[src/hdl/bp_pkg.sv]
package bp_pkg;

    // fetch group and resolve bundle width
    localparam int FETCH_WIDTH = 4;

    // branch target buffer geometry
    localparam int BTB_ENTRIES    = 16;
    localparam int BTB_INDEX_BITS = 4;
    localparam int BTB_TAG_BITS   = 26;

    // branch history table geometry
    localparam int BHT_ENTRIES    = 16;
    localparam int BHT_INDEX_BITS = 4;

    // local history length, one pattern entry per history value
    localparam int HISTORY_BITS = 4;
    localparam int PHT_ENTRIES  = 2 ** HISTORY_BITS;

    // instruction address, byte granular
    typedef logic [31:0] addr_t;

    // target buffer index and tag fields
    typedef logic [BTB_INDEX_BITS-1:0] btb_index_t;
    typedef logic [BTB_TAG_BITS-1:0]   btb_tag_t;

    // history table index
    typedef logic [BHT_INDEX_BITS-1:0] bht_index_t;

    // newest outcome in bit 0
    typedef logic [HISTORY_BITS-1:0] history_t;

    // one-bit last-outcome pattern entry
    typedef enum logic {
        NOT_TAKEN = 1'b0,
        TAKEN     = 1'b1
    } dir_state_t;

    // one resolved branch from the back end
    typedef struct packed {
        logic  valid;
        logic  taken;
        addr_t pc;
        addr_t target;
    } resolve_t;

    typedef resolve_t [FETCH_WIDTH-1:0] resolve_bundle_t;

    // per-lane answer to fetch
    typedef struct packed {
        logic  valid;
        logic  taken;
        addr_t target;
    } prediction_t;

    typedef prediction_t [FETCH_WIDTH-1:0] prediction_group_t;

endpackage

[src/hdl/fetch_target_select.sv]
`timescale 1ns/10ps

module fetch_target_select (
    input  bp_pkg::addr_t                            pc_start,
    input  logic          [bp_pkg::FETCH_WIDTH-1:0]  dir_taken,
    input  logic          [bp_pkg::FETCH_WIDTH-1:0]  hits,
    input  bp_pkg::addr_t [bp_pkg::FETCH_WIDTH-1:0]  targets,
    output bp_pkg::prediction_group_t                predictions
);

    import bp_pkg::*;

    addr_t [FETCH_WIDTH-1:0] lane_pc;
    addr_t [FETCH_WIDTH-1:0] fall_through;
    logic  [FETCH_WIDTH-1:0] lane_redirect;
    logic                    taken_seen;

    for (genvar i = 0; i < FETCH_WIDTH; i++) begin : g_lanes
        assign lane_pc[i]       = pc_start + addr_t'(4 * i);
        assign fall_through[i]  = lane_pc[i] + addr_t'(4);
        // direction alone is not enough, a target must be known
        assign lane_redirect[i] = dir_taken[i] && hits[i];
    end

    always_comb begin
        taken_seen = 1'b0;
        for (int i = 0; i < FETCH_WIDTH; i++) begin
            predictions[i].valid = !taken_seen;
            predictions[i].taken = !taken_seen && lane_redirect[i];
            if (predictions[i].taken) begin
                predictions[i].target = targets[i];
            end else begin
                predictions[i].target = fall_through[i];
            end
            // everything past the first taken lane is squashed
            if (lane_redirect[i]) begin
                taken_seen = 1'b1;
            end
        end
    end

endmodule

[config.mk]
export PLATFORM = sky130hd
export DESIGN_NAME = fetch_target_select
export DESIGN_NICKNAME = d
export VERILOG_FILES = /design/src/hdl/bp_pkg.sv /design/src/hdl/fetch_target_select.sv
export SDC_FILE = /design/constraint.sdc
export NUM_CORES = 1
export LEC_CHECK = 0
export BUFFER_PORTS_ARGS = -buffer_cell sky130_fd_sc_hd__buf_2
export CAP_MARGIN = 20
export CORE_MARGIN = 5
export CORE_UTILIZATION = 25
export DETAILED_ROUTE_END_ITERATION = 7
export MAX_ROUTING_LAYER = met4
export SYNTH_ARGS = -nofsm -noshare
export SYNTH_HDL_FRONTEND = slang
export SYNTH_SLANG_ARGS = --single-unit
export TNS_END_PERCENT = 100
[constraint.sdc]
create_clock -name vclk -period 6.86
set_input_delay 0.686 -clock vclk [all_inputs]
set_output_delay 0.686 -clock vclk [all_outputs]
set_load 0.03 [all_outputs]
== Yosys cells after proc, flatten, opt, wreduce, memory -nomap -nowiden ==
Cells that the tools add are included.
Cells by class
  bitwise operators: 0
  multiply operators: 0
  add/subtract/negate cells: 6
  equality and inequality tests: 0
  shift-type cells: 0
  reduce and logical (&&, ||, !) cells: 10
  mux-type cells: 7
  div/mod/pow operators: 0
  order comparisons: 0
Operators with widths (number)
  adder 32 x 3 -> 32 bit, second input constant: 4
  two-way mux 32 bit: 4
  adder 32 x 4 -> 32 bit, second input constant: 2
  logical AND 1 bit: 7
  logical NOT 1 bit: 3
  two-way mux 1 bit: 3
Word-level totals
  output and inout port bits: 136
  memories kept: 0
  input bits: 168
  latch bits: 0
  ROM bits: 0
  word-level logic and storage cells: 23
  flip-flop bits (word level): 0
  memory bits (writable): 0

== Depth between registers and ports, before layout ==
Gate-level depths: netlist of the first run.
  depth after elaboration: 7
  mapped depth: 11
  gate-level depth less buffers: 9

== Worst setup path before layout of the first run ==
No wires, ideal clock.
  path type: input-to-output
  from: input pc_start[3]
  to: output predictions[52] (netlist name)
  stages: 9
  slack: 2.725 ns
  path buffers: 0
  data required time: 6.174 ns
  arrival time: 3.449 ns
  path through: ha_1 -> nand2_2 -> or3_1 -> a211o_1 -> or3b_2 -> nor4_1 -> nand2_1 -> xnor2_1 -> o21ai_0
RTL lines
  start, declared: RTL line fetch_target_select.sv:4  | input bp_pkg::addr_t pc_start,
  end, declared: RTL line fetch_target_select.sv:8  | output bp_pkg::prediction_group_t predictions

==> key figures, run 1 <==
Route
  • Detailed Routing Iterations Pass 1: 5
  • DRT iter0 DRCs: 312
  • Via count: 5134
  • Wire per inst: 16.9 um
  • DRT antenna net count: 0
  • DRC Markers: 0
  • Vias per inst: 4.88
  • Final WL: 17.8 mm

Timing
  • Min cycle time layout: 4.65 ns
  • Final Hold Fails: 0
  • Setup-failing EPs final: 0
  • Max_slew headroom: 33.2%
  • Highest Clock Rate: 215 MHz
  • Final worst slack: 2.21 ns
  • Fin Setup TNS: 0 ns
  • Slew @ Worst Pin: 1.00 ns
  • Unrepaired setup endpoints after global routing: false
  • Crit share post-route: 67.8%
  • Slew Limit Fails: 0

Pwr
  • Pleak: 2.24 nW
  • Worst-case vdd ir drop: 0.0470 mV
  • Internal: 0.000137 W
  • Seq pwr share: 0%
  • PD cells: 83.0 nW/um^2
  • Clock network power share: 0%
  • Sw Ratio: 68.4%
  • Combinational share of power: 100.0%
  • Psw: 0.000296 W

Setup path
  • Worst setup EP type: primary output
  • Slowest stage delay, CP: 0.54 ns
  • Crit path required time: 6.17 ns
  • Slowest cell on the critical path: or3b_2
  • Cell mode on critical path: buf_2
  • Worst path depth: 11
  • Worst path bufs/invs: 2
  • Max FO, Critical Path: 15
  • CP delay by family, top: simple AND/OR/NAND/NOR gates
  • Cell Chain, Critical Path: buf_2 -> ha_1 -> nand2_2 -> or3_1 -> a211o_1 -> or3b_2 -> nor4_1 -> nand2_1 -> xnor2_1 -> o21ai_0 -> buf_2
  • Arrival @ worst endpoint: 3.96 ns
  • Worst setup path category: primary input to primary output
  • CP startpoint kind: primary input

Finish
  • Seq_cells: 0
  • # nets final: 1042
  • Finished Cell Area: 5220 sq um
  • Non-Filler Instances: 1051
  • Core Util, Final: 35.8%
  • Area Growth Syn to Fin: 39.8%
  • Flip-flop and latch area: 0 sq um
  • Fillers: 1667
  • Layout cells sized above 1: 40.4%
  • Clock Buffer Count: 0

Synthesis
  • Syn_nets: 794
  • Syn avg cell area: 6.02 sq um
  • Synth top area cells: nand2_1 (13%), xnor2_1 (13%), xor2_1 (11%)
  • Mapped Cells: 620
  • Yosys cell types: 47
  • Cell taking the most area after synthesis: nand2_1
  • Synth warn: 0
  • Sequential fraction of the synthesis area: 0%
  • Synth top area share: 13.5%
  • Post-Syn Area: 3730 sq um

Global routing
  • Vias in the first global route: 4910
  • Grt ovf: 0
  • Global-route wire length before repair: 26.9 mm
  • Pin count of the biggest net entering global routing: 64
  • GRT Total Usage: 19.1%
  • Initial antenna violation count: 1

Die
  • Core Region: 14600 sq um
  • Die height: 132 um
  • Initial Utilization: 25.6%
  • Die width: 132 um
  • # IOs: 304
  • Die area: 17500 sq um
  • Rows: 44

Placement
  • Port Buf Inserts: 303
  • HPWL after DPL: 15.3 mm
  • Placed insts: 1049
  • Place WS: 2.25 ns
  • Routability Congestion: 0.909
  • Placed cell area: 5200 sq um

Clocking
  • Post-CTS resize count: 0
  • # hold bufs at CTS: 0
  • Postcts setup bufs: 0

Hold path
  • Worst hold path cell count: 3
  • Min-Delay Path Class: primary input to primary output

Status
  • Status: finished clean

Run
  • Max cap viols: 0
-- worst min-delay path, cell delays in order --
cell and delay, ns:
buf_2 0.09, a21oi_1 0.07, buf_2 0.18
-- Yosys cell counts, drive strengths merged, types with 16 or more instances --
cell / n
nand2: 135
o21ai: 87
nor2: 61
xnor2: 57
xor2: 48
buf: 31
clkbuf: 28
nor3: 27
nand4: 25
a21oi: 22
mux2: 18
nor4: 16
-- per-layer routing --
layer	wire length, um	vias up	global-route usage (%)
met5	0	-	-
met4	142	0	1.19
met3	1150	14	1.64
met2	9460	229	36.5
met1	7020	2293	22.5
li1	-	2598	-
-- through the flow --
stage | hold slack, ns | total power, W
global placement | 1.69 | 0.000435
CTS | 1.72 | 0.000437
detailed placement | 1.71 | 0.000436
floorplan | 1.56 | 0.000291
global route | 1.73 | 0.000466
finish | 1.71 | 0.000433
-- cell usage in the layout (no fill, tap or decap), drive strengths merged, types with 3 or more instances in the layout --
cell / count
buf: 305
nand2: 135
o21ai: 87
nor2: 61
xnor2: 57
xor2: 48
nor3: 27
nand4: 25
a21oi: 22
mux2: 18
nor4: 16
nand3: 14
inv: 7
or3: 6
ha: 6
and4: 3
-- cells by family after synthesis --
family | share of synthesized area (%)
compound gates | 16.9
xor+xnor | 24.6
fa+ha+maj | 2.01
buf+inv | 8.88
mux | 5.70
other cells | 0.100
simple gates | 41.8
-- cell type report --
class                      instances  area (sq um)  share of cell area [%]
tap                              184           230                    4.41
inverter                           8          30.0                   0.575
timing repair buffer             305          1540                    29.6
antenna                            1          2.50                  0.0479
multi-input combinational        553          3410                    65.4
-- power by group through the flow --
stage          logic, W  clock network (W)  registers (W)
2_1_floorplan  0.000291                  0              0
3_3_place_gp   0.000435                  0              0
3_5_place_dp   0.000436                  0              0
4_1_cts        0.000437                  0              0
5_1_grt        0.000466    0.0000000000195              0
6_report       0.000433    0.0000000000195              0
-- path summary, 6_finish.rpt --
check                        from  slack, ns          endpoint
worst max-delay path  pc_start[4]       2.21   predictions[52]
worst min-delay path      hits[2]       1.71  predictions[135]
No activity file was read; power rests on OpenSTA's default activity.
==> inputs of run 2 (changes only) <==
==> constraint.sdc (replaced) <==
create_clock -name vclk -period 4.32
set_input_delay 0.432 -clock vclk [all_inputs]
set_output_delay 0.432 -clock vclk [all_outputs]
set_load 0.03 [all_outputs]
==> run 2 against run 1 <==
Against the previous run: critical path depth is the same; cell count rose by 1.0%; via count rose by 0.62%; worst hold slack got worse by 0.53 ns; combinational power rose by 60%; critical path type unchanged; critical endpoint is now predictions[65]; largest power group unchanged.
==> key figures, run 2 (synthesis gave the netlist of run 1 again) <==
Setup path
  • Arrival @ worst endpoint: 3.54 ns
  • Max FO, Critical Path: 10
  • CP startpoint kind: primary input
  • Worst setup EP type: primary output
  • Crit path required time: 3.89 ns
  • Worst setup path category: primary input to primary output

Timing
  • Max_slew headroom: 35.1%
  • Crit share post-route: 91.9%
  • Final worst slack: 0.352 ns
  • Final Hold Fails: 0
  • Slew @ Worst Pin: 0.974 ns
  • Highest Clock Rate: 252 MHz
  • Fin Setup TNS: 0 ns
  • Setup-failing EPs final: 0
  • Unrepaired setup endpoints after global routing: false
  • Min cycle time layout: 3.97 ns
  • Slew Limit Fails: 0

Die
  • # IOs: 304
  • Core Region: 14600 sq um
  • Rows: 44
  • Die width: 132 um
  • Initial Utilization: 25.6%
  • Die area: 17500 sq um
  • Die height: 132 um

Finish
  • Seq_cells: 0
  • Flip-flop and latch area: 0 sq um
  • Area Growth Syn to Fin: 41.8%
  • Finished Cell Area: 5290 sq um
  • Most frequent cells in the layout: buf_2 (303), nand2_1 (133), o21ai_0 (82), nor2_1 (60), xnor2_1 (57)
  • Layout cells sized above 1: 41.3%
  • Clock Buffer Count: 0
  • Non-Filler Instances: 1062
  • # nets final: 1053
  • Commonest non-fill, non-tap cell in the layout: buf_2

Run
  • Max cap viols: 0

Route
  • DRT antenna net count: 0
  • Vias per inst: 4.86
  • Via count: 5166
  • DRC Markers: 0
  • Final WL: 18.2 mm
  • DRT iter0 DRCs: 293
  • Detailed Routing Iterations Pass 1: 5
  • Wire per inst: 17.1 um

Pwr
  • Pleak: 2.29 nW
  • Worst-case vdd ir drop: 0.0844 mV
  • PD cells: 131 nW/um^2

Global routing
  • Global-route wire length before repair: 27.4 mm
  • Pin count of the biggest net entering global routing: 64
  • GRT Total Usage: 19.5%
  • Vias in the first global route: 5041
  • Grt ovf: 0
  • Initial antenna violation count: 1

Placement
  • Place WS: 0.240 ns
  • HPWL after DPL: 15.7 mm
  • Placed insts: 1061
  • Placed cell area: 5290 sq um
  • Routability Congestion: 0.844
  • Port Buf Inserts: 303

Hold path
  • Min-Delay Path Class: primary input to primary output

Status
  • Status: finished clean

Clocking
  • Postcts setup bufs: 0
==> run 2: cell count changes in the layout (fill, tap and decap cells not counted), sizes merged <==
cell and change:
buf +11
==> run 2: report_power, final <==
part | total [W] | internal, W | switching [W]
Sequential | 0 | 0 | 0
Combinational | 0.000692 | 0.000221 | 0.000471
Clock | 0.0000000000309 | 0.0000000000309 | 0
Total | 0.000692 | 0.000221 | 0.000471
==> run 2: cell type report <==
cell class / instances / area, sq um
Inverter: 8 / 30.0
Fill cell: 1659 / 9300
Multi-Input combinational cell: 553 / 3420
Antenna cell: 1 / 2.50
Timing Repair Buffer: 316 / 1610
Tap cell: 184 / 230
==> run 2: path summary, 6_finish.rpt <==
check                        from                to  slack, ns  cells after the start
worst min-delay path      hits[2]  predictions[135]       1.18                      3
worst max-delay path  pc_start[5]   predictions[65]       0.35                     11
==> run 2: through the flow <==
stage                     power, W  util [%]  hold slack, ns
after floorplan           0.000462         -            1.05
after global placement    0.000697      36.2            1.18
after detailed placement  0.000698      36.2            1.18
after CTS                 0.000700      36.2            1.19
after global routing      0.000743      36.3            1.21
final                     0.000692      36.3            1.18
==> run 2: worst max-delay path, stage by stage <==
cell and delay [ns]:
buf_2 0.24, ha_1 0.34, nand3_2 0.20, nor3_1 0.36, nand3_1 0.14, xor2_1 0.21
or4_1 0.72, nor4_2 0.42, xor2_1 0.18, o21ai_1 0.07, buf_2 0.20
==> run 2: metal layers <==
metal	wire, um	GRT usage [%]	part of all wire, %	vias to the layer above
met4	190	1.87	1.0	0
met5	0	-	0	-
li1	-	-	-	2626
met1	6960	22.3	38	2272
met2	9610	37.3	53	254
met3	1410	2.71	7.8	14
==> run 2: repair_timing <==
item | CTS | global route
resized for setup | 0 | 1
setup endpoints to repair | 0 | 1
hold buffers | 0 | 0
==> inputs of run 3 (changes only) <==
--- a/config.mk
+++ b/config.mk
@@ -5,12 +5,13 @@
 export SDC_FILE = /design/constraint.sdc
 export NUM_CORES = 1
 export LEC_CHECK = 0
-export BUFFER_PORTS_ARGS = -buffer_cell sky130_fd_sc_hd__buf_2
 export CAP_MARGIN = 20
 export CORE_MARGIN = 5
-export CORE_UTILIZATION = 25
+export CORE_UTILIZATION = 31
 export DETAILED_ROUTE_END_ITERATION = 7
+export DONT_BUFFER_PORTS = 1
 export MAX_ROUTING_LAYER = met4
+export SKIP_LAST_GASP = 1
 export SYNTH_ARGS = -nofsm -noshare
 export SYNTH_HDL_FRONTEND = slang
 export SYNTH_SLANG_ARGS = --single-unit
==> run 3 against run 2 <==
Against the previous run: worst setup slack better by 0.30 ns; count of clock-buffer cells in the layout unchanged; die area down 18%; first-iteration DRC count down 1.4%; critical path depth decreased by 1; cell count down 29%.
==> key figures, run 3 (synthesis gave the netlist of run 1 again) <==
Pwr
  • Clock network power share: 0%
  • Combinational share of power: 100.0%
  • Internal: 0.000136 W
  • Pleak: 1.27 nW
  • PD cells: 132 nW/um^2
  • Worst-case vdd ir drop: 0.0673 mV
  • Sw Ratio: 74.2%
  • Psw: 0.000392 W
  • Seq pwr share: 0%

Clocking
  • Postcts setup bufs: 0
  • # hold bufs at CTS: 0
  • Post-CTS resize count: 0

Setup path
  • Worst setup path category: primary input to primary output
  • Crit path capture: predictions[52]
  • CP Launch Point: pc_start[3]
  • Slowest stage delay, CP: 0.53 ns
  • Cell Chain, Critical Path: ha_1 -> nand2_2 -> or3_1 -> a211o_1 -> or3b_2 -> nor4_1 -> nand2_1 -> xnor2_1 -> o21ai_0 -> buf_4
  • Arrival @ worst endpoint: 3.24 ns
  • CP startpoint kind: primary input
  • Worst path bufs/invs: 1
  • Worst path depth: 10
  • Max FO, Critical Path: 10
  • Slowest cell on the critical path: or3b_2
  • Crit path required time: 3.89 ns
  • Worst setup EP type: primary output
  • CP delay by family, top: simple AND/OR/NAND/NOR gates

Hold path
  • Min-Delay Path Class: primary input to primary output

Timing
  • Final Hold Fails: 0
  • Setup-failing EPs final: 0
  • Unrepaired setup endpoints after global routing: false
  • Max_slew headroom: 28.1%
  • Slew Limit Fails: 0
  • Fin Setup TNS: 0 ns
  • Highest Clock Rate: 273 MHz
  • Slew @ Worst Pin: 1.07 ns
  • Min cycle time layout: 3.67 ns
  • Crit share post-route: 84.9%

Run
  • Max cap viols: 0

Global routing
  • Grt ovf: 0
  • GRT Total Usage: 21.7%
  • Pin count of the biggest net entering global routing: 59
  • Global-route wire length before repair: 24.5 mm
  • Vias in the first global route: 4385
  • Initial antenna violation count: 0

Route
  • Vias per inst: 5.72
  • DRC Markers: 0
  • Detailed Routing Iterations Pass 1: 5
  • Via count: 4338
  • DRT iter0 DRCs: 289
  • DRT antenna net count: 0
  • Wire per inst: 21.5 um
  • Final WL: 16.3 mm

Placement
  • Routability Congestion: 0.968
  • HPWL after DPL: 13.9 mm
  • Placed insts: 759
  • Port Buf Inserts: 0

Die
  • # IOs: 304
  • Die height: 120 um
  • Initial Utilization: 31.3%
  • Die width: 120 um
  • Core Region: 11900 sq um
  • Rows: 40
  • Die area: 14300 sq um

Finish
  • Seq_cells: 0
  • Clock Buffer Count: 0
  • Flip-flop and latch area: 0 sq um
  • Area Growth Syn to Fin: 7.41%
  • # nets final: 788
  • Non-Filler Instances: 759
  • Layout cells sized above 1: 15.8%
  • Most frequent cells in the layout: nand2_1 (133), o21ai_0 (82), nor2_1 (60), xnor2_1 (57), buf_4 (51)
  • Antenna diode count: 0
  • Commonest non-fill, non-tap cell in the layout: nand2_1
  • Fillers: 1358

Status
  • Status: finished clean
[run 3: changes by cell type in the layout (fill, tap and decap cells not counted)]
cell / previous run / this run
buf_2: 303 / 0
buf_4: 13 / 51
diode_2: 1 / 0
ha_1: 5 / 6
ha_2: 1 / 0
inv_1: 7 / 6
inv_2: 0 / 1
[run 3: how the worst min path moves through the flow]
| stage | start | endpoint | slack (ns) | depth (start not counted) |
|---|---|---|---|---|
| floorplan | hits[2] | predictions[135] | 1.05 | 1 |
| global placement | pc_start[4] | predictions[106] | 1.05 | 1 |
| detailed placement | pc_start[4] | predictions[106] | 1.05 | 1 |
| CTS | pc_start[4] | predictions[106] | 1.05 | 1 |
| global route | pc_start[4] | predictions[106] | 1.05 | 1 |
| finish | pc_start[4] | predictions[106] | 1.05 | 1 |
[run 3: through the flow]
step | util [%] | total power, W | setup WS (ns) | hold WS, ns | cell area (sq um)
after CTS | 33.7 | 0.000534 | 0.666 | 1.05 | 4010
final | 33.7 | 0.000529 | 0.651 | 1.05 | 4010
after detailed placement | 33.7 | 0.000532 | 0.678 | 1.05 | 4010
after global routing | 33.7 | 0.000563 | 0.455 | 1.05 | 4010
after floorplan | - | 0.000462 | 0.693 | 1.05 | 3730
after global placement | 33.7 | 0.000531 | 0.750 | 1.05 | 4010
[run 3: power by group through the flow]
stage | Combinational (W) | Sequential [W] | Clock [W]
after floorplan | 0.000462 | 0 | 0
after global placement | 0.000531 | 0 | 0
after detailed placement | 0.000532 | 0 | 0
after CTS | 0.000534 | 0 | 0
after global routing | 0.000563 | 0 | 0
final | 0.000529 | 0 | 0
[run 3: area by class of cell]
type / count / area (sq um) / share of cell area [%]
multi-input combinational: 553 / 3410 / 85.1
timing repair buffer: 51 / 383 / 9.55
tap: 147 / 184 / 4.59
inverter: 8 / 30.0 / 0.749
[run 3: metal layers]
layer,global-route usage [%],vias to the layer above,routed length (um)
met4,2.29,0,189
met3,3.30,14,1360
met2,40.2,246,8550
li1,-,2090,-
met5,-,-,0
met1,25.5,1988,6190
